==> src/design/lc3b_types.sv <==
package lc3b_types;

    typedef logic [15:0] lc3b_word;
    typedef logic [2:0]  lc3b_reg;

    typedef enum logic [3:0] {
        OP_ADD = 4'b0001,
        OP_AND = 4'b0101,
        OP_NOT = 4'b1001,
        OP_SHF = 4'b1101,
        OP_LEA = 4'b1110
    } lc3b_opcode;

    typedef struct packed {
        lc3b_opcode  opcode;
        lc3b_reg     dr;
        lc3b_reg     sr1;
        logic        mode;    // Zero selects sr2.
        logic [1:0]  pad;
        lc3b_reg     sr2;
    } lc3b_instr_reg;

    typedef struct packed {
        lc3b_opcode  opcode;
        lc3b_reg     dr;
        lc3b_reg     sr1;
        logic        mode;
        logic [4:0]  imm5;
    } lc3b_instr_imm;

    typedef struct packed {
        lc3b_opcode  opcode;
        lc3b_reg     dr;
        lc3b_reg     sr1;
        logic        arith;   // Right shifts fill with the sign bit.
        logic        right;
        logic [3:0]  imm4;
    } lc3b_instr_shf;

    typedef struct packed {
        lc3b_opcode  opcode;
        lc3b_reg     dr;
        logic [8:0]  offset9;
    } lc3b_instr_off;

    typedef union packed {
        lc3b_instr_reg r;
        lc3b_instr_imm i;
        lc3b_instr_shf s;
        lc3b_instr_off o;
    } lc3b_instr;

endpackage : lc3b_types
==> src/design/lc3b_ctrl_pkg.sv <==
package lc3b_ctrl_pkg;

    import lc3b_types::*;

    typedef enum logic [2:0] {
        ALU_ADD,
        ALU_AND,
        ALU_NOT,
        ALU_SLL,
        ALU_SRL,
        ALU_SRA
    } lc3b_aluop;

    // Second ALU operand before forwarding.
    typedef enum logic [1:0] {
        BSEL_SR2,
        BSEL_IMM4,
        BSEL_IMM5
    } lc3b_bsel;

    typedef enum logic [1:0] {
        FWD_REG = 2'd0,
        FWD_ALU = 2'd1,    // EX/MEM ALU result.
        FWD_WB  = 2'd2,
        FWD_PCN = 2'd3     // EX/MEM PC adder result.
    } lc3b_fwd_sel;

    typedef struct packed {
        lc3b_aluop alu_op;
        lc3b_bsel  b_sel;
        logic      result_pcn;  // Result comes from the PC adder.
        logic      uses_sr2;
        logic      writes_reg;
        lc3b_reg   dr;
        lc3b_reg   sr1;
        lc3b_reg   sr2;
        logic      valid;
    } lc3b_control_word;

endpackage : lc3b_ctrl_pkg

==> src/design/exec_core.sv <==
`timescale 1ns/1ps

module exec_core import lc3b_types::*, lc3b_ctrl_pkg::*; #(
    parameter int QUEUE_DEPTH = 4
) (
    input  logic     clk,
    input  logic     rst_n,
    input  logic     instr_valid,
    input  lc3b_word instr,
    input  lc3b_word pc,
    output logic     instr_credit,
    output logic     retire_valid,
    output lc3b_reg  retire_dr,
    output lc3b_word retire_data,
    output lc3b_word retire_pc
);

    logic             head_valid;
    lc3b_word         head_instr;
    lc3b_word         head_pc;
    lc3b_reg          rd_addr_a;
    lc3b_reg          rd_addr_b;
    lc3b_word         rd_data_a;
    lc3b_word         rd_data_b;
    lc3b_control_word id_ctrl;
    lc3b_word         id_ir;
    lc3b_word         id_pc;
    lc3b_word         id_sr1;
    lc3b_word         id_sr2;
    lc3b_fwd_sel      fwd_a_sel;
    lc3b_fwd_sel      fwd_b_sel;
    lc3b_word         ex_alu;
    lc3b_word         ex_pcn;
    lc3b_control_word mem_ctrl;
    lc3b_word         mem_alu;
    lc3b_word         mem_pcn;
    lc3b_word         mem_pc;
    logic             wb_valid;
    logic             wb_writes;
    lc3b_reg          wb_dr;
    lc3b_word         wb_data;
    lc3b_word         wb_pc;

    issue_queue #(.QUEUE_DEPTH(QUEUE_DEPTH)) i_queue (
        .clk          (clk),
        .rst_n        (rst_n),
        .instr_valid  (instr_valid),
        .instr        (instr),
        .pc           (pc),
        .head_valid   (head_valid),
        .head_instr   (head_instr),
        .head_pc      (head_pc),
        .instr_credit (instr_credit)
    );

    regfile i_regfile (
        .clk       (clk),
        .rst_n     (rst_n),
        .wr_en     (retire_valid),
        .wr_addr   (wb_dr),
        .wr_data   (wb_data),
        .rd_addr_a (rd_addr_a),
        .rd_addr_b (rd_addr_b),
        .rd_data_a (rd_data_a),
        .rd_data_b (rd_data_b)
    );

    stage_ID i_id (
        .clk         (clk),
        .rst_n       (rst_n),
        .head_valid  (head_valid),
        .head_instr  (head_instr),
        .head_pc     (head_pc),
        .rd_data_a   (rd_data_a),
        .rd_data_b   (rd_data_b),
        .rd_addr_a   (rd_addr_a),
        .rd_addr_b   (rd_addr_b),
        .control_out (id_ctrl),
        .ir_out      (id_ir),
        .pc_out      (id_pc),
        .sr1_out     (id_sr1),
        .sr2_out     (id_sr2)
    );

    forward_unit i_fwd (
        .ex_sr1            (id_ctrl.sr1),
        .ex_sr2            (id_ctrl.sr2),
        .ex_uses_sr2       (id_ctrl.uses_sr2),
        .mem_valid         (mem_ctrl.valid),
        .mem_writes        (mem_ctrl.writes_reg),
        .mem_dr            (mem_ctrl.dr),
        .mem_is_lea        (mem_ctrl.result_pcn),
        .wb_valid          (wb_valid),
        .wb_writes         (wb_writes),
        .wb_dr             (wb_dr),
        .forward_A_mux_sel (fwd_a_sel),
        .forward_B_mux_sel (fwd_b_sel)
    );

    stage_EX i_ex (
        .control_in        (id_ctrl),
        .ir_in             (id_ir),
        .pc_in             (id_pc),
        .sr1_in            (id_sr1),
        .sr2_in            (id_sr2),
        .forward_A_mux_sel (fwd_a_sel),
        .forward_B_mux_sel (fwd_b_sel),
        .alu_EX_MEM        (mem_alu),
        .data_WB           (wb_data),
        .pcn_EX_MEM        (mem_pcn),
        .alu_out           (ex_alu),
        .pcn_out           (ex_pcn)
    );

    always_ff @(posedge clk or negedge rst_n) begin
        if (!rst_n) begin
            mem_ctrl  <= '0;
            wb_valid  <= 1'b0;
            wb_writes <= 1'b0;
        end else begin
            mem_ctrl  <= id_ctrl;
            wb_valid  <= mem_ctrl.valid;
            wb_writes <= mem_ctrl.writes_reg;
        end
    end

    // The memory slot only selects which result retires.
    always_ff @(posedge clk) begin
        mem_alu <= ex_alu;
        mem_pcn <= ex_pcn;
        mem_pc  <= id_pc;
        wb_dr   <= mem_ctrl.dr;
        wb_data <= mem_ctrl.result_pcn ? mem_pcn : mem_alu;
        wb_pc   <= mem_pc;
    end

    assign retire_valid = wb_valid && wb_writes;
    assign retire_dr    = wb_dr;
    assign retire_data  = wb_data;
    assign retire_pc    = wb_pc;

endmodule : exec_core

==> src/design/stage_EX.sv <==
`timescale 1ns/1ps

module stage_EX import lc3b_types::*, lc3b_ctrl_pkg::*; (
    input  lc3b_control_word control_in,
    input  lc3b_word         ir_in,
    input  lc3b_word         pc_in,
    input  lc3b_word         sr1_in,
    input  lc3b_word         sr2_in,
    input  lc3b_fwd_sel      forward_A_mux_sel,
    input  lc3b_fwd_sel      forward_B_mux_sel,
    input  lc3b_word         alu_EX_MEM,
    input  lc3b_word         data_WB,
    input  lc3b_word         pcn_EX_MEM,
    output lc3b_word         alu_out,
    output lc3b_word         pcn_out
);

    lc3b_instr ir_view;
    lc3b_word  imm4;
    lc3b_word  imm5;
    lc3b_word  offset9;
    lc3b_word  b_mux_out;
    lc3b_word  fwd_a_out;
    lc3b_word  fwd_b_out;

    assign ir_view = ir_in;

    assign imm4    = {12'b0, ir_view.s.imm4};
    assign imm5    = {{11{ir_view.i.imm5[4]}}, ir_view.i.imm5};
    assign offset9 = {{6{ir_view.o.offset9[8]}}, ir_view.o.offset9, 1'b0}; // Word offset.

    assign pcn_out = pc_in + offset9;

    always_comb begin
        case (control_in.b_sel)
            BSEL_IMM4: b_mux_out = imm4;
            BSEL_IMM5: b_mux_out = imm5;
            default:   b_mux_out = sr2_in;
        endcase
    end

    always_comb begin
        case (forward_A_mux_sel)
            FWD_ALU: fwd_a_out = alu_EX_MEM;
            FWD_WB:  fwd_a_out = data_WB;
            FWD_PCN: fwd_a_out = pcn_EX_MEM;
            default: fwd_a_out = sr1_in;
        endcase
    end

    // Immediates pass through since B is only forwarded for sr2.
    always_comb begin
        case (forward_B_mux_sel)
            FWD_ALU: fwd_b_out = alu_EX_MEM;
            FWD_WB:  fwd_b_out = data_WB;
            FWD_PCN: fwd_b_out = pcn_EX_MEM;
            default: fwd_b_out = b_mux_out;
        endcase
    end

    alu general_alu (
        .aluop (control_in.alu_op),
        .a     (fwd_a_out),
        .b     (fwd_b_out),
        .f     (alu_out)
    );

endmodule : stage_EX

==> src/design/alu.sv <==
`timescale 1ns/1ps

module alu import lc3b_types::*, lc3b_ctrl_pkg::*; (
    input  lc3b_aluop aluop,
    input  lc3b_word  a,
    input  lc3b_word  b,
    output lc3b_word  f
);

    logic [3:0] shamt;

    assign shamt = b[3:0];

    always_comb begin
        case (aluop)
            ALU_ADD: f = a + b;
            ALU_AND: f = a & b;
            ALU_NOT: f = ~a;
            ALU_SLL: f = a << shamt;
            ALU_SRL: f = a >> shamt;
            ALU_SRA: f = lc3b_word'($signed(a) >>> shamt); // Sign fill.
            default: f = '0;
        endcase
    end

endmodule : alu

==> src/design/forward_unit.sv <==
`timescale 1ns/1ps

module forward_unit import lc3b_types::*, lc3b_ctrl_pkg::*; (
    input  lc3b_reg     ex_sr1,
    input  lc3b_reg     ex_sr2,
    input  logic        ex_uses_sr2,
    input  logic        mem_valid,
    input  logic        mem_writes,
    input  lc3b_reg     mem_dr,
    input  logic        mem_is_lea,
    input  logic        wb_valid,
    input  logic        wb_writes,
    input  lc3b_reg     wb_dr,
    output lc3b_fwd_sel forward_A_mux_sel,
    output lc3b_fwd_sel forward_B_mux_sel
);

    logic        mem_live;
    logic        wb_live;
    lc3b_fwd_sel mem_src;

    assign mem_live = mem_valid && mem_writes;
    assign wb_live  = wb_valid && wb_writes;
    assign mem_src  = mem_is_lea ? FWD_PCN : FWD_ALU;

    // The younger producer in EX/MEM takes priority.
    always_comb begin
        forward_A_mux_sel = FWD_REG;
        if (mem_live && (mem_dr == ex_sr1)) begin
            forward_A_mux_sel = mem_src;
        end else if (wb_live && (wb_dr == ex_sr1)) begin
            forward_A_mux_sel = FWD_WB;
        end

        forward_B_mux_sel = FWD_REG;
        if (ex_uses_sr2 && mem_live && (mem_dr == ex_sr2)) begin
            forward_B_mux_sel = mem_src;
        end else if (ex_uses_sr2 && wb_live && (wb_dr == ex_sr2)) begin
            forward_B_mux_sel = FWD_WB;
        end
    end

endmodule : forward_unit

==> src/design/stage_ID.sv <==
`timescale 1ns/1ps

module stage_ID import lc3b_types::*, lc3b_ctrl_pkg::*; (
    input  logic             clk,
    input  logic             rst_n,
    input  logic             head_valid,
    input  lc3b_word         head_instr,
    input  lc3b_word         head_pc,
    input  lc3b_word         rd_data_a,
    input  lc3b_word         rd_data_b,
    output lc3b_reg          rd_addr_a,
    output lc3b_reg          rd_addr_b,
    output lc3b_control_word control_out,
    output lc3b_word         ir_out,
    output lc3b_word         pc_out,
    output lc3b_word         sr1_out,
    output lc3b_word         sr2_out
);

    lc3b_instr        inst;
    lc3b_control_word ctrl;
    logic             supported;

    assign inst = head_instr;

    assign rd_addr_a = inst.r.sr1;
    assign rd_addr_b = inst.r.sr2;

    always_comb begin
        ctrl            = '0;
        supported       = 1'b1;
        ctrl.dr         = inst.r.dr;
        ctrl.sr1        = inst.r.sr1;
        ctrl.sr2        = inst.r.sr2;
        ctrl.writes_reg = 1'b1;
        ctrl.b_sel      = inst.i.mode ? BSEL_IMM5 : BSEL_SR2;
        ctrl.uses_sr2   = !inst.i.mode;
        case (inst.r.opcode)
            OP_ADD: ctrl.alu_op = ALU_ADD;
            OP_AND: ctrl.alu_op = ALU_AND;
            OP_NOT: begin
                ctrl.alu_op   = ALU_NOT;
                ctrl.uses_sr2 = 1'b0;
            end
            OP_SHF: begin
                ctrl.b_sel    = BSEL_IMM4;
                ctrl.uses_sr2 = 1'b0;
                if (!inst.s.right) begin
                    ctrl.alu_op = ALU_SLL;
                end else if (inst.s.arith) begin
                    ctrl.alu_op = ALU_SRA;
                end else begin
                    ctrl.alu_op = ALU_SRL;
                end
            end
            OP_LEA: begin
                ctrl.result_pcn = 1'b1;
                ctrl.uses_sr2   = 1'b0;
            end
            default: begin
                supported       = 1'b0; // Travels on as a bubble.
                ctrl.writes_reg = 1'b0;
                ctrl.uses_sr2   = 1'b0;
            end
        endcase
        ctrl.valid = head_valid && supported;
    end

    always_ff @(posedge clk or negedge rst_n) begin
        if (!rst_n) begin
            control_out <= '0;
        end else begin
            control_out <= ctrl;
        end
    end

    always_ff @(posedge clk) begin
        ir_out  <= head_instr;
        pc_out  <= head_pc;
        sr1_out <= rd_data_a;
        sr2_out <= rd_data_b;
    end

endmodule : stage_ID

==> src/design/regfile.sv <==
`timescale 1ns/1ps

module regfile import lc3b_types::*; (
    input  logic     clk,
    input  logic     rst_n,
    input  logic     wr_en,
    input  lc3b_reg  wr_addr,
    input  lc3b_word wr_data,
    input  lc3b_reg  rd_addr_a,
    input  lc3b_reg  rd_addr_b,
    output lc3b_word rd_data_a,
    output lc3b_word rd_data_b
);

    lc3b_word regs [8];

    always_ff @(posedge clk or negedge rst_n) begin
        if (!rst_n) begin
            for (int i = 0; i < 8; i++) begin
                regs[i] <= '0;
            end
        end else if (wr_en) begin
            regs[wr_addr] <= wr_data;
        end
    end

    // Write-through so decode sees the value retiring this cycle.
    assign rd_data_a = (wr_en && (wr_addr == rd_addr_a)) ? wr_data : regs[rd_addr_a];
    assign rd_data_b = (wr_en && (wr_addr == rd_addr_b)) ? wr_data : regs[rd_addr_b];

endmodule : regfile

==> src/design/issue_queue.sv <==
`timescale 1ns/1ps

module issue_queue import lc3b_types::*; #(
    parameter int QUEUE_DEPTH = 4
) (
    input  logic     clk,
    input  logic     rst_n,
    input  logic     instr_valid,
    input  lc3b_word instr,
    input  lc3b_word pc,
    output logic     head_valid,
    output lc3b_word head_instr,
    output lc3b_word head_pc,
    output logic     instr_credit
);

    localparam int PTR_W = (QUEUE_DEPTH > 1) ? $clog2(QUEUE_DEPTH) : 1;
    localparam int CNT_W = $clog2(QUEUE_DEPTH + 1);

    lc3b_word         instr_mem [QUEUE_DEPTH];
    lc3b_word         pc_mem    [QUEUE_DEPTH];
    logic [PTR_W-1:0] wr_ptr;
    logic [PTR_W-1:0] rd_ptr;
    logic [CNT_W-1:0] count;
    logic             pop;

    // Depth need not be a power of two.
    function automatic logic [PTR_W-1:0] next_ptr(input logic [PTR_W-1:0] p);
        return (p == PTR_W'(QUEUE_DEPTH - 1)) ? '0 : p + 1'b1;
    endfunction

    assign pop = (count != '0); // Drains one entry per cycle.

    always_ff @(posedge clk or negedge rst_n) begin
        if (!rst_n) begin
            wr_ptr       <= '0;
            rd_ptr       <= '0;
            count        <= '0;
            head_valid   <= 1'b0;
            instr_credit <= 1'b0;
        end else begin
            if (instr_valid) wr_ptr <= next_ptr(wr_ptr);
            if (pop) rd_ptr <= next_ptr(rd_ptr);
            case ({instr_valid, pop})
                2'b10:   count <= count + 1'b1;
                2'b01:   count <= count - 1'b1;
                default: count <= count;
            endcase
            head_valid   <= pop;
            instr_credit <= pop; // One credit back per entry that left.
        end
    end

    always_ff @(posedge clk) begin
        if (instr_valid) begin
            instr_mem[wr_ptr] <= instr;
            pc_mem[wr_ptr]    <= pc;
        end
        if (pop) begin
            head_instr <= instr_mem[rd_ptr];
            head_pc    <= pc_mem[rd_ptr];
        end
    end

endmodule : issue_queue

==> config.mk <==
export PLATFORM = sky130hd
export DESIGN_NAME = exec_core
export DESIGN_NICKNAME = d
export VERILOG_FILES = /design/src/design/lc3b_types.sv /design/src/design/lc3b_ctrl_pkg.sv /design/src/design/exec_core.sv /design/src/design/stage_EX.sv /design/src/design/alu.sv /design/src/design/forward_unit.sv /design/src/design/stage_ID.sv /design/src/design/regfile.sv /design/src/design/issue_queue.sv
export SDC_FILE = /design/constraint.sdc
export NUM_CORES = 1
export LEC_CHECK = 0
export ABC_AREA = 1
export BUFFER_PORTS_ARGS = -buffer_cell sky130_fd_sc_hd__buf_2
export CAP_MARGIN = 10
export CORE_MARGIN = 5
export CORE_UTILIZATION = 45
export DETAILED_ROUTE_END_ITERATION = 6
export RECOVER_POWER = 50
export SYNTH_ARGS = -nofsm -noshare
export SYNTH_HDL_FRONTEND = slang
export SYNTH_HIERARCHICAL = 1
export SYNTH_SLANG_ARGS = --single-unit
==> constraint.sdc <==
create_clock -name clk -period 7 [get_ports clk]
set_input_delay 1.05 -clock clk [delete_from_list [all_inputs] [get_ports clk]]
set_output_delay 1.05 -clock clk [all_outputs]
set_load 0.005 [all_outputs]
-- Yosys cells after proc, flatten, opt, wreduce, memory -nomap -nowiden
Memories as Yosys holds them, arrays and structs flattened. A register that Yosys moved wholly into a read port is not among the register bits.
Cells that the tools add are included.
Widths: inputs -> output; s select.
- add/subtract/negate cells: 6
- order comparisons: 4
- equality and inequality tests: 28
- shift operators: 3
- muxes and demuxes: 34
- bitwise logic cells: 5
- reductions and logical operators: 18
- operators with widths (cell ; number):
    $bwmux 128 ; 1
    $mux 16 ; 8
    $bmux 16 s3 ; 2
    $pmux 16 s3 ; 2
    $pmux 16 s6 ; 1
    $demux 16 s3 ; 1
    $add 16x16->16 ; 2
    $pmux 16 s2 ; 1
    $eq 3x3->1 ; 6
    $mux 2 ; 9
    $and 16x16->16 ; 1
    $eq 2x2->1 const B ; 8
    $not 16->16 ; 1
    $shl 16x4->16 ; 1
    $shr 16x4->16 ; 1
    $sshr 16x4->16 ; 1
    $eq 4x4->1 const B ; 3
    $ge 4x4->1 const B ; 3
    $logic_and 1x1->1 ; 12
    $not 3->4 ; 3
    $pmux 3 s3 ; 1
    $eq 2x1->1 const B ; 4
    $eq 3x2->1 const B ; 2
    $eq 3x3->1 const B ; 2
    other kinds (16) ; 22
- register bits after elaboration: 302
- memory bits (writable): 128
- input port bits: 35
- logic and storage cells: 137
- memories: 2
- memory list (memory ; words ; bits a word ; rd ports ; clocked after Yosys merged registers in ; write ports ; RTL line ; RTL):
    i_queue.instr_mem ; 4 ; 16 ; 1 ; 1 ; 1 ; issue_queue.sv:20 ; lc3b_word instr_mem [QUEUE_DEPTH];
    i_queue.pc_mem ; 4 ; 16 ; 1 ; 1 ; 1 ; issue_queue.sv:21 ; lc3b_word pc_mem [QUEUE_DEPTH];

-- Depth between registers and ports, before layout
Gate-level depths: netlist of run 1.
- depth after elaboration: 9
- depth in mapped cells: 26
- gate-level depth less buffers: 23

-- Cells and area by module
Netlist of run 1, hierarchy kept.
- modules (own cells, without submodules) (module ; times used ; cells each ; area each (um^2) ; seq. area each (um^2)):
    regfile ; 1 ; 1197 ; 7756.2 ; 3203.1
    issue_queue ; 1 ; 461 ; 6556.3 ; 5004.8
    alu ; 1 ; 546 ; 2585.0 ; 0.0
    exec_core ; 1 ; 145 ; 2113.3 ; 1861.8
    stage_ID ; 1 ; 110 ; 1876.8 ; 1731.7
    stage_EX ; 1 ; 373 ; 1874.3 ; 0.0
    forward_unit ; 1 ; 65 ; 275.3 ; 0.0

-- Least setup slack after synthesis of run 1
OpenSTA, ideal clock, no wires.
- path kind: register -> register
- start point: register wb_dr[2], in the netlist retire_dr[2]
- end point: register mem_alu[2]
- setup time: 0.123 ns
- data arrival time: 2.770 ns
- required time: 6.877 ns
- path slack: 4.107 ns
- cell stages (with the launch flop): 17
- buffers on the path: 1
- cell sequence: dfxtp_1 xnor2_1 nand2_1 nor2_1 nand2_1 nand2_1 nor2_2 buf_2 nand2_1 nand4_1 ha_1 fa_1 or2_2 nand3_1 o221ai_1 a21oi_1 nand3_1
- word-level cells in the longest chain between the ends: 8
- RTL lines (item ; RTL line ; RTL):
    start, declared ; exec_core.sv:40 ; lc3b_reg wb_dr;
    start signal, assigned ; exec_core.sv:132 ; wb_dr <= mem_ctrl.dr;
    $eq 3x3->1 * ; forward_unit.sv:31 ; end else if (wb_live && (wb_dr == ex_sr1)) begin
    $logic_and 1x1->1 * ; forward_unit.sv:31 ;
    $mux 2 * ; forward_unit.sv:31 ;
    $mux 2 * ; forward_unit.sv:29 ; if (mem_live && (mem_dr == ex_sr1)) begin
    named net fwd_a_sel[1] ; exec_core.sv:30 ; lc3b_fwd_sel fwd_a_sel;
    $eq 2x2->1 or $eq 2x1->1 (tied branches) ; stage_EX.sv:43 ; case (forward_A_mux_sel)
    $pmux 16 s3 * ; stage_EX.sv:43 ;
    named net i_ex.fwd_a_out[0] ; stage_EX.sv:23 ; lc3b_word fwd_a_out;
    $add 16x16->16, or another cell as far along ; alu.sv:16 ; ALU_ADD: f = a + b;
    $pmux 16 s6 * ; alu.sv:15 ; case (aluop)
    named net ex_alu[2] ; exec_core.sv:32 ; lc3b_word ex_alu;
    end signal, assigned ; exec_core.sv:129 ; mem_alu <= ex_alu;
    end, declared ; exec_core.sv:35 ; lc3b_word mem_alu;
The timed path passes the listed nets; every way through them passes the cells marked *.
A chain may end at the register's enable or synchronous reset.

-- Final worst setup path of run 1
- start point: register i_queue.head_instr[6], read port of i_queue.instr_mem
- end point: register i_id.sr1_out[4]
- word-level cells in the longest chain between the ends: 5
- RTL lines (item ; RTL line ; RTL):
    start, declared ; issue_queue.sv:12 ; output lc3b_word head_instr,
    $not 3->4 (not written as such) ; regfile.sv:28 ; assign rd_data_a = (wr_en && (wr_addr == rd_addr_a)) ? wr_data : regs[rd_addr_a];
    $bmux 16 s3 ; regfile.sv:28 ;
    $mux 16 (not written as such) (2 in series) ; regfile.sv:28 ;
    $mux 16 * ; regfile.sv:28 ;
    named net rd_data_a[4] ; exec_core.sv:23 ; lc3b_word rd_data_a;
    end signal, assigned ; stage_ID.sv:80 ; sr1_out <= rd_data_a;
    end, declared ; stage_ID.sv:16 ; output lc3b_word sr1_out,
The timed path passes the listed nets; every way through them passes the cells marked *. The select of a mux whose other input is x is not followed.

==> flow_results.org, run 1 <==
** CTS
- TritonCTS built the clock tree.
- CTS resizes :: 0
- For this design, the sink count on the clock tree is 462.
- After clock tree synthesis, the flow added hold-fix buffers numbering 0.
- Worst-path clk slew :: 0.06 ns
- The clock reaches the later pin of the worst-skew pair after 0.60 ns.
- The H-tree was split into 2 levels.
- Worst-case clock buffer depth :: 3
- Buffers inserted during post-CTS setup optimization :: 0
- Number of buffers added by the clock tree synthesis step :: 51
- Clock tree root driver cell :: sky130_fd_sc_hd__clkbuf_16

** Layout
- Antenna diode count :: 0
- From synthesis to final layout, the design area changed by 10.3%.
- Cell area after layout :: 0.0253 sq mm
- Filler instances :: 4840
- The final layout contains 2980 nets.
- Of the cells placed in the final design, the portion with a size suffix greater than 1 is 7.67%.
- After the flow finishes, the layout carries non-filler instances totaling 3618.

** Timing
- Final setup TNS :: 0 ns
- At the pin with the least slew margin, the transition time is 3.56 ns.
- The number of max-slew violations in the final report came to 408.
- Final clock period utilization by the worst path :: 63.1%
- Based on the critical path, the design can be clocked at up to 226 MHz.
- Hold is met by 0.325 ns.
- Headroom to the max-slew limit :: -137%
- Setup violations remaining at the end of the flow were counted as 0.
- Final period demand of the worst path :: 4.42 ns
- The clock arrives with 0.0214 ns of skew.
- RSZ-0062 raised after global routing :: false
- The final count of hold timing violations came to 0.

** Placed design
- After legalization and detailed placement, the total HPWL measured 45000 microns.
- In this run, placement finished with an instance count of 3522.
- Routability-driven placement finished with a final weighted congestion of 0.987.
- Total of buffers placed on input and output ports :: 71
- In this run the cell area measured after placement is 0.0235 sq mm.

** Die
- The initialized floorplan defines 82 standard-cell rows.
- Top-Level Pins :: 72
- Once the floorplan was initialized, standard cells occupied 45.5% of the core.
- The floorplan step defined a die boundary enclosing 0.0555 sq mm.
- Measured along the y axis, the die boundary spans 236 microns.
- In this run the horizontal extent of the chip is 236 microns.
- The total area inside the core boundary comes to 0.0503 sq mm.

** Synthesis
- Synthesized area per cell :: 7.92 sq um
- Post-Synthesis Cell Area :: 0.0229 sq mm
- Net count after synthesis :: 2967
- YS warnings :: 6
- Synthesized instance count :: 2890

** Routing
- The detailed router finished its first iteration with 2043 violations.
- Total detailed-routing wirelength :: 67600 microns
- Via count of the routed design :: 19400
- Avg WL per Cell :: 18.7 microns
- Antenna viol nets, final :: 0
- Vias per cell :: 5.35
- Drt pass-1 iters :: 7
- For this run, design rule violations remaining after detail routing come to 0.

** Critical path
- Crit Path Class :: register to register
- Cells traversed along the worst timing path :: clkbuf_1 -> clkinv_1 -> buf_4 -> nand2_1 -> nand2_1 -> nand2_4 -> inv_4 -> nand2_1 -> nand2_1
- The worst setup path is captured at a register.
- CP max-delay cell :: sky130_fd_sc_hd__clkinv_1
- Worst Path Required :: 7.48 ns
- Worst path arrival time :: 4.90 ns
- Critical path peak fanout :: 39
- The worst setup path is launched from a register.
- Delay of the slowest cell on the worst path :: 1.27 ns
- Most used cell along the critical path :: sky130_fd_sc_hd__nand2_1

** Min path
- Min-delay worst type :: register to register

** Power and ir drop
- Pleak :: 11.9 nW
- Power per unit of standard cell area :: 574 mW/mm^2
- IR analysis of the VDD net gives a maximum drop of 0.237 mV.

** Flow run
- Max-cap violations in this run came to 12.

** Global route
- Largest net degree at the start of global routing :: 114
- The via count of the first global-routing pass was 18200.
- Wire length of the first global-routing pass :: 105000 microns
- Antenna violations before repair :: 0
- Global routing finished with a remaining overflow of 0.
- Global routing used 23.6% of the available tracks across all layers.

** Outcome
- The checks that failed: max-capacitance violations, max-slew violations.
- The flow ran to the end, but the final reports show violations.
==> final timing paths <==
path	startpoint	cells past startpoint	to	slack, ns
min in group asynchronous	rst_n	1	i_regfile/regs[70]	0.61
hold / removal	mem_pc[3]	0	retire_pc[3]	0.33
hold reg to reg	mem_pc[3]	0	retire_pc[3]	0.33
setup / recovery	i_queue/head_instr[6]	9	i_id/sr1_out[4]	2.58
max in group asynchronous	rst_n	2	i_regfile/regs[82]	4.96
setup reg to reg	i_queue/head_instr[6]	9	i_id/sr1_out[4]	2.58
==> power breakdown <==
part           internal, mW  total (mW)  leakage (nW)  switching [mW]
Clock                  1.78        2.92         0.903            1.15
Combinational          2.12        6.80          6.15            4.68
Sequential             3.95        4.77          4.83           0.826
==> area by class of cell <==
cell class              count  area, sq um  share of cell area [%]
flip-flops and latches    462        11700                    46.2
multi-input cells        1937         9070                    35.9
clock buffers              69         1500                    5.93
inverters                 354         1340                    5.30
well taps                 672          841                    3.33
repair buffers             97          468                    1.85
clock inverters            27          384                    1.52
==> through the flow <==
step	utilization (%)	setup slack, ns	total power [mW]
6_report	50.3	2.58	14.5
5_1_grt	50.3	2.45	15.6
3_5_place_dp	46.7	3.52	11.5
2_1_floorplan	-	4.11	9.38
3_3_place_gp	46.7	3.54	11.4
4_1_cts	50.5	3.50	14.5
==> registers in the layout (all words and copies together), names as in the netlist, 9 cells and up <==
| signal | count |
|---|---|
| mem_pcn | 16 |
| i_queue/head_instr | 16 |
| i_id/control_out | 18 |
| retire_data | 16 |
| i_id/ir_out | 9 |
| i_id/pc_out | 16 |
| i_id/sr2_out | 16 |
| i_queue/head_pc | 16 |
| retire_pc | 16 |
| mem_pc | 16 |
| mem_alu | 16 |
| i_id/sr1_out | 16 |
| i_queue/pc_mem | 64 |
| i_regfile/regs | 128 |
| i_queue/instr_mem | 64 |
==> cell usage in the layout, fill, tap and decap left out, types with 11 or more instances in the layout <==
cell type                   instances
sky130_fd_sc_hd__nand2_1         1048
sky130_fd_sc_hd__nand3_1          347
sky130_fd_sc_hd__inv_1            312
sky130_fd_sc_hd__dfrtp_1          162
sky130_fd_sc_hd__edfxtp_1         160
sky130_fd_sc_hd__o21ai_0          151
sky130_fd_sc_hd__dfxtp_1          140
sky130_fd_sc_hd__nor2_1            73
sky130_fd_sc_hd__o211ai_1          66
sky130_fd_sc_hd__a21oi_1           58
sky130_fd_sc_hd__clkbuf_16         55
sky130_fd_sc_hd__clkbuf_1          52
sky130_fd_sc_hd__ha_1              39
sky130_fd_sc_hd__buf_2             38
sky130_fd_sc_hd__inv_2             33
sky130_fd_sc_hd__nand4_1           27
sky130_fd_sc_hd__o21ai_1           23
sky130_fd_sc_hd__nand2_2           18
sky130_fd_sc_hd__nor2_2            13
sky130_fd_sc_hd__buf_4             13
sky130_fd_sc_hd__nor3_1            11
==> metal layers <==
| metal | GRT usage (%) | wire length, microns | vias to the layer above |
|---|---|---|---|
| met5 | 0 | 0 | - |
| met3 | 3.94 | 5130 | 144 |
| met1 | 32.3 | 29000 | 9050 |
| met4 | 8.78 | 2730 | 0 |
| li1 | - | - | 9356 |
| met2 | 38.0 | 30800 | 804 |
==> worst max-delay path: cells and delay by family (launching register included) <==
kind                   cells  cell delay (ns)
and+or+nand+nor            5             0.70
DFF                        1             0.34
buffers and inverters      4             3.19
Note: power is estimated with default switching activity, not from simulation.
==> run 2: changes to the inputs <==
ABC_AREA = 0   (was 1)
clock period = 3.6 ns   (was 7 ns; I/O delays follow)
==> run 2 against run 1 <==
Compared with the run above: the run ends with max-capacitance violations, max-slew violations, negative setup slack left; critical path depth up 8; sequential cell count unchanged; sequential share of layout area decreased by 0.68 points; register-to-register slack lost 2.7 ns; critical path type unchanged; largest cell class unchanged.
==> flow_results.org, run 2 <==
** Outcome
- Status :: finished with violations
- Failing checks :: max-capacitance violations, max-slew violations, negative setup slack

** Routing
- Antenna viol nets, final :: 0
- Avg WL per Cell :: 23.4 microns
- Detailed routing placed a total of 26200 microns of wire on met2.
- Post-route DRC violation count :: 0
- Using the TritonRoute via totals, the vias-per-cell ratio works out to 5.84.
- Routed signal wires occupy layers up through met4.
- In this run, the number of DRC markers left after iteration 0 of detailed routing was 994.
- Wire segments on met3 add up to 2720 microns in the final route.
- The detailed router put a total of 23800 microns of wire on met1.
- Via count of the routed design :: 13500
- Drt pass-1 iters :: 5
- The final layout contains routed wiring with a total length of 54000 microns.

** Critical path
- In this run the critical register-to-register path is launched from i_id/control_out[2].
- The number of buffers and inverters on the critical path is 5.
- Counting cells, the worst reg-to-reg path comes to 17.
- By instance count, the cell type seen most on the critical path is sky130_fd_sc_hd__buf_4.
- The critical path in this run is classified as register to register.
- CP max-delay cell :: sky130_fd_sc_hd__dfrtp_1
- For this run, the slowest stage of the critical path takes 0.40 ns.
- In this run the worst path has a maximum fanout of 5.
- Cells traversed along the worst timing path :: xor2_1 -> nor4_4 -> buf_4 -> buf_4 -> mux2_4 -> a2111oi_4 -> buf_4 -> a211oi_4 -> buf_4 -> fa_2 -> a211oi_4 -> buf_4 -> nor2_1 -> nand3b_1 -> a31oi_1 -> a211o_1 -> a32o_1
- Among cell families on the critical path, the largest total delay comes from compound AO/OA/AOI/OAI gates.
- At the worst endpoint, the required time is 4.07 ns.
- STA classifies the critical path startpoint as a register.
- CP Capture Type :: register
- Critical R2R Capture :: mem_alu[6]
- Worst path arrival time :: 4.22 ns
- In this run the register-to-register setup slack is -0.15 ns.

** Layout
- Most frequent cells in the layout :: sky130_fd_sc_hd__mux2_2 (197), sky130_fd_sc_hd__dfrtp_1 (161), sky130_fd_sc_hd__edfxtp_1 (160)
- Non-filler instance count after layout :: 2305
- For this run, the post-layout net count is 1727.
- The repair_antennas step left the layout with diodes totalling 0.
- The register with the most flip-flops in the layout has 128 of them.
- Register with the most flip-flops :: i_regfile/regs
- After routing the design area is 0.0256 sq mm.
- The layout has 3953 filler cells.
- Fraction of layout cells with a size suffix above 1 :: 36.9%
- In the final layout, the registers with the most flip-flops are i_regfile/regs: 128 flops, i_queue/instr_mem: 64 flops, i_queue/pc_mem: 64 flops.
- Relative area change from synthesis to final layout :: 17.5%
- Most common cell after layout, fill and taps aside :: sky130_fd_sc_hd__mux2_2

** Global route
- Final global-route overflow total :: 0
- Entering global routing, the biggest net connects 82 pins.
- Wire length of the first global-routing pass :: 83800 microns
- Number of global-route vias before repair :: 14200
- The initial antenna violation count is 0.
- In the global route stage, overall resource usage came out at 20.3%.

** CTS
- Worst-case clock buffer depth :: 3
- CTS tree :: yes
- After clock tree synthesis, the clock-pin slew on the worst setup and hold paths is 0.06 ns.
- CTS sink cnt :: 462
- The tree is rooted in a sky130_fd_sc_hd__clkbuf_16.
- The H-tree was split into 2 levels.
- Buffers inserted during clock tree synthesis total 48.
- The clock reaches the later pin of the worst-skew pair after 0.58 ns.

** Synthesis
- Synthesized area per cell :: 15.0 sq um
- Post-Synthesis Cell Area :: 0.0218 sq mm
- YS warnings :: 6
- The number of nets handed over by synthesis was 1535.
- The cell count after synthesis came out at 1458.

** Placed design
- At the end of routability-driven placement, the weighted congestion stood at 0.924.
- Port buffering added 71 buffers.
- Area post-placement :: 0.0236 sq mm
- Hpwl dp :: 35500 microns
- Total placed cells including tap cells :: 2183
- At the placement stage, the worst setup path has a slack of -0.268 ns.

** Power and ir drop
- Internal power :: 15.5 mW
- Share of total power in combinational logic :: 42.7%
- Pleak :: 10.7 nW
- In this run, flip-flops and latches consume 36.8% of the power.
- Power per unit of standard cell area :: 938 mW/mm^2
- The clock network is responsible for 20.5% of the overall power.
- VDD IR-drop max :: 0.498 mV
- Net switching is 35.5% of the power.
- For this design the total switching power over the nets is 8.54 mW.

** Timing
- At the pin with the least slew margin, the transition time is 2.55 ns.
- Headroom to the max-slew limit :: -70.1%
- After layout, the minimum clock period comes to 3.75 ns.
- Final critical-path setup slack :: -0.153 ns
- Dividing the final minimum period by the clock period gives 104%.
- The final count of hold timing violations is 0.
- Setup repair after global routing could not meet its margin everywhere.
- Worst Clk Skew :: 0.0190 ns
- Total count of max-transition violations in the final report :: 209
- Setup violations remaining at the end of the flow were counted as 14.
- Derived from the worst setup path, the maximum achievable clock frequency is 266 MHz.
- In the final timing run, aggregate negative setup slack is -1.09 ns.

** Min path
- Destination of the worst hold path :: i_queue/pc_mem[2][4]
- Count of cells along the worst hold path :: 1
- Worst Min Path Start :: pc[4]
- Min-delay worst type :: primary input to register

** Die
- FP Rows :: 80
- Die Span X :: 230 microns
- Die Span Y :: 230 microns
- The initial utilization of the core area, before any placement, comes to 45.6%.
- The die covers 0.0530 sq mm.
- Top-Level Pins :: 72
- After floorplanning, the core was sized to cover 0.0478 sq mm.

** Flow run
- Number of max-cap violations :: 5
-- run 2: final cells by class --
class | instances | area [sq um] | share of cell area [%]
clock buffers | 68 | 1320 | 5.14
clock inverters | 22 | 264 | 1.03
inverters | 21 | 78.8 | 0.307
multi-input cells | 869 | 9770 | 38.1
flip-flops and latches | 462 | 11700 | 45.5
well taps | 615 | 769 | 3.00
repair buffers | 248 | 1780 | 6.94
-- run 2: how the worst max path moves through the flow --
stage	start	endpoint	slack, ns	cells after the start
global placement	mem_ctrl[8]	mem_alu[5]	-0.21	13
global route	mem_ctrl[8]	mem_alu[13]	-0.32	16
finish	i_id/control_out[2]	mem_alu[6]	-0.15	17
detailed placement	mem_ctrl[8]	mem_alu[5]	-0.27	13
floorplan	mem_ctrl[9]	mem_alu[8]	-0.008	14
CTS	mem_ctrl[8]	mem_alu[6]	-0.07	16
-- run 2: power by group through the flow --
stage / clock network (mW) / registers (mW) / logic [mW]
after CTS: 5.06 / 8.87 / 10.0
after global routing: 5.28 / 9.07 / 11.1
final: 4.93 / 8.84 / 10.3
after detailed placement: 0 / 8.95 / 9.57
after floorplan: 0 / 8.11 / 7.11
after global placement: 0 / 8.88 / 9.49
-- run 2: repair_timing --
item                                    in CTS  in global routing
buffers inserted                            21                 10
pin swaps                                   26                  8
endpoints found under the setup margin      16                 16
hold buffers                                 0                  0
gates cloned                                 1                  0
resized for setup                           44                 37
-- run 2: stage by stage --
stage	util (%)	hold slack, ns	total power [mW]
CTS	53.4	0.0365	23.9
floorplan	-	0.244	15.2
finish	53.6	0.215	24.0
global placement	49.3	0.313	18.4
detailed placement	49.3	0.313	18.5
global route	53.6	0.210	25.4
-- run 2: layer usage --
layer,GRT usage (%),vias to the layer above
li1,-,6096
met4,5.38,0
met2,33.6,368
met5,0,-
met1,27.7,6918
met3,3.95,84
==> run 3: changes to the inputs <==
BUFFER_PORTS_ARGS = default   (was -buffer_cell sky130_fd_sc_hd__buf_2)
DONT_BUFFER_PORTS = 1   (was default)
==> run 3 against run 2 <==
Compared with the run above: the run ends with negative hold slack, max-capacitance violations, max-slew violations, negative setup slack left; register-to-register slack about the same; global-route usage down 0.18 points; combinational power decreased by 5%; via count decreased by 2.7%; worst setup slack got worse by 0.0064 ns; count of clock-buffer cells in the layout unchanged; critical path depth decreased by 3; largest cell class unchanged.
==> flow_results.org, run 3 (synthesis gave the netlist of run 2 again) <==
** Critical path
- The worst register-to-register path ends at mem_alu[5].
- Reg-to-reg slack, setup :: -0.16 ns
- Critical path peak fanout :: 7
- Top Family by Delay on Critical Path :: multiplexers
- Together, buffers and inverters on the worst path number 4.
- Data on the critical path arrives at its endpoint at 4.19 ns.
- Worst reg2reg startpoint :: mem_ctrl[8]
- STA classifies the critical path endpoint as a register.
- CP max-delay cell :: sky130_fd_sc_hd__mux4_2
- Cells traversed along the worst timing path :: xor2_1 -> nor4_4 -> buf_6 -> mux2_4 -> buf_6 -> mux2i_2 -> a211oi_4 -> buf_12 -> buf_8 -> mux4_2 -> mux2_4 -> o21ai_2 -> a22o_1 -> o211ai_1
- Crit Path Class :: register to register
- Data on the critical path is required at its endpoint by 4.03 ns.
- The largest single stage delay on the critical path is 0.53 ns.
- Length in cells of the worst reg-to-reg path :: 14
- Worst Setup Start Kind :: register

** Timing
- Total count of max-transition violations in the final report :: 127
- For the pin with the worst max-slew slack, the measured transition is 2.53 ns.
- Worst Clk Skew :: 0.0232 ns
- Hold Fails Final Rpt :: 162
- Subtracting the final worst setup slack from the clock period gives 3.76 ns.
- Final critical-path setup slack :: -0.159 ns
- Final clock period utilization by the worst path :: 104%
- RSZ-0062 raised after global routing :: true
- Headroom to the max-slew limit :: -68.5%
- Maximum clock frequency :: 266 MHz
- Setup violations remaining at the end of the flow were counted as 12.
- Hold slack :: -0.347 ns

** Layout
- Number of flip-flops in the largest register :: 128
- Final #Nets :: 1649
- Most common cell after layout, fill and taps aside :: sky130_fd_sc_hd__mux2_2
- Most frequent cells in the layout :: sky130_fd_sc_hd__mux2_2 (197), sky130_fd_sc_hd__dfrtp_1 (161), sky130_fd_sc_hd__edfxtp_1 (160)
- Register with the most flip-flops :: i_regfile/regs
- Fraction of layout cells with a size suffix above 1 :: 36.2%
- Antenna diode count :: 0
- The largest registers in the layout are i_regfile/regs: 128 flops, i_queue/instr_mem: 64 flops, i_queue/pc_mem: 64 flops.
- Cell area after layout :: 0.0253 sq mm
- The area growth from synthesis to layout is 15.8%.

** Placed design
- Area post-placement :: 0.0232 sq mm
- Hpwl dp :: 34900 microns
- The congestion estimate from routability-driven global placement came to 0.907.
- In this run the tool buffered the top-level ports with 0 buffer cells.

** Outcome
- Failing checks :: negative hold slack, max-capacitance violations, max-slew violations, negative setup slack
- Status :: finished with violations

** Routing
- Iter 0 DRT Violations :: 879
- Vias per cell :: 5.88
- Post-route DRC violation count :: 0
- Drt pass-1 iters :: 5
- Antenna viol nets, final :: 0
- Summing over every cut layer, the via total after detailed routing is 13100.
- Avg WL per Cell :: 24.0 microns
- Total detailed-routing wirelength :: 53500 microns

** CTS
- Counting the buffers created by CTS gives 49.
- Skew-Pair Late Insertion Delay :: 0.59 ns
- Clock-pin slew was measured on the worst setup and hold paths at 0.06 ns.
- Worst-case clock buffer depth :: 3
- Clock tree root driver cell :: sky130_fd_sc_hd__clkbuf_16
- Level count of the clock H-tree :: 2
- CTS tree :: yes
- CTS sink cnt :: 462

** Die
- In this run the core area contains 80 standard-cell rows.
- From bottom edge to top edge, the die measures 230 microns.
- The initial utilization of the core area, before any placement, comes to 45.6%.
- The die covers 0.0530 sq mm.
- Standard cell core area :: 0.0478 sq mm
- Die Span X :: 230 microns
- Top-Level Pins :: 72

** Global route
- Global routing used 20.1% of the available tracks across all layers.
- Antenna violations before repair :: 1
- Entering global routing, the biggest net connects 163 pins.
- Wire length of the first global-routing pass :: 83000 microns
- Final global-route overflow total :: 0
- Number of global-route vias before repair :: 13800

** Flow run
- Number of max-cap violations :: 4

** Power and ir drop
- Pleak :: 10.6 nW
- Power spread over the standard cell area amounts to 934 mW/mm^2.
- VDD sags by at most 0.487 mV.

** Min path
- Min-delay worst type :: primary input to async pin
run 3: changes by cell type in the layout (fill, tap and decap cells not counted), moves of 4 or more:
cell / previous run / this run
sky130_fd_sc_hd__clkbuf_1: 55 / 16
sky130_fd_sc_hd__clkbuf_8: 2 / 6
sky130_fd_sc_hd__clkinv_2: 3 / 12
sky130_fd_sc_hd__buf_2: 38 / 0
sky130_fd_sc_hd__buf_4: 146 / 140
run 3: final cells by class:
| class | count | area (sq um) |
|---|---|---|
| Inverter | 21 | 78.8 |
| Clock buffer | 68 | 1380 |
| Timing Repair Buffer | 169 | 1410 |
| Fill cell | 3958 | 22600 |
| Sequential cell | 462 | 11700 |
| Tap cell | 615 | 769 |
| Multi-Input combinational cell | 869 | 9780 |
| Clock inverter | 24 | 196 |
run 3: power breakdown:
group	internal [mW]	switching, mW	leakage, nW
Combinational	5.03	4.79	4.94
Clock	2.78	2.09	0.778
Sequential	7.37	1.54	4.84
Total	15.2	8.43	10.6
run 3: worst reg2reg max path, stage by stage, from the launching register on:
cell,delay [ns]
sky130_fd_sc_hd__dfrtp_1,0.38
sky130_fd_sc_hd__xor2_1,0.19
sky130_fd_sc_hd__nor4_4,0.27
sky130_fd_sc_hd__buf_6,0.16
sky130_fd_sc_hd__mux2_4,0.36
sky130_fd_sc_hd__buf_6,0.14
sky130_fd_sc_hd__mux2i_2,0.15
sky130_fd_sc_hd__a211oi_4,0.36
sky130_fd_sc_hd__buf_12,0.20
sky130_fd_sc_hd__buf_8,0.12
sky130_fd_sc_hd__mux4_2,0.53
sky130_fd_sc_hd__mux2_4,0.29
sky130_fd_sc_hd__o21ai_2,0.11
sky130_fd_sc_hd__a22o_1,0.18
sky130_fd_sc_hd__o211ai_1,0.14
run 3: repair_timing:
action,in CTS,in global routing
resized for setup,54,25
gates cloned,2,0
endpoints found under the setup margin,15,16
setup buffers,15,5
pin swaps,35,11
endpoints found under the hold margin,162,162
run 3: stage by stage:
step / setup TNS [ns] / setup WS, ns / util, % / total power [mW] / instances
after floorplan: -0.00765 / -0.00765 / - / 15.2 / 1458
after global placement: -1.24 / -0.177 / 48.6 / 18.2 / 2115
after detailed placement: -1.46 / -0.248 / 48.6 / 18.3 / 2115
after CTS: -1.40 / -0.138 / 52.7 / 23.7 / 2224
after global routing: -2.92 / -0.251 / 52.8 / 25.0 / 2228
final: -0.877 / -0.159 / 52.8 / 23.6 / 2228
run 3: worst max-delay path by stage:
| stage | cells after the start | start | slack (ns) | to |
|---|---|---|---|---|
| after floorplan | 14 | mem_ctrl[9] | -0.008 | mem_alu[8] |
| after global placement | 14 | mem_ctrl[8] | -0.18 | mem_alu[5] |
| after detailed placement | 15 | mem_ctrl[8] | -0.25 | mem_alu[13] |
| after CTS | 17 | i_id/control_out[3] | -0.14 | mem_alu[2] |
| after global routing | 16 | mem_ctrl[8] | -0.25 | mem_alu[13] |
| final | 14 | mem_ctrl[8] | -0.16 | mem_alu[5] |
run 3: metal layers:
metal | share of wire [%] | vias to the layer above | track usage (%)
met4 | 2.4 | 0 | 5.17
li1 | - | 5931 | -
met5 | 0 | - | 0
met3 | 6.8 | 95 | 5.18
met1 | 43 | 6712 | 26.9
met2 | 48 | 369 | 33.1
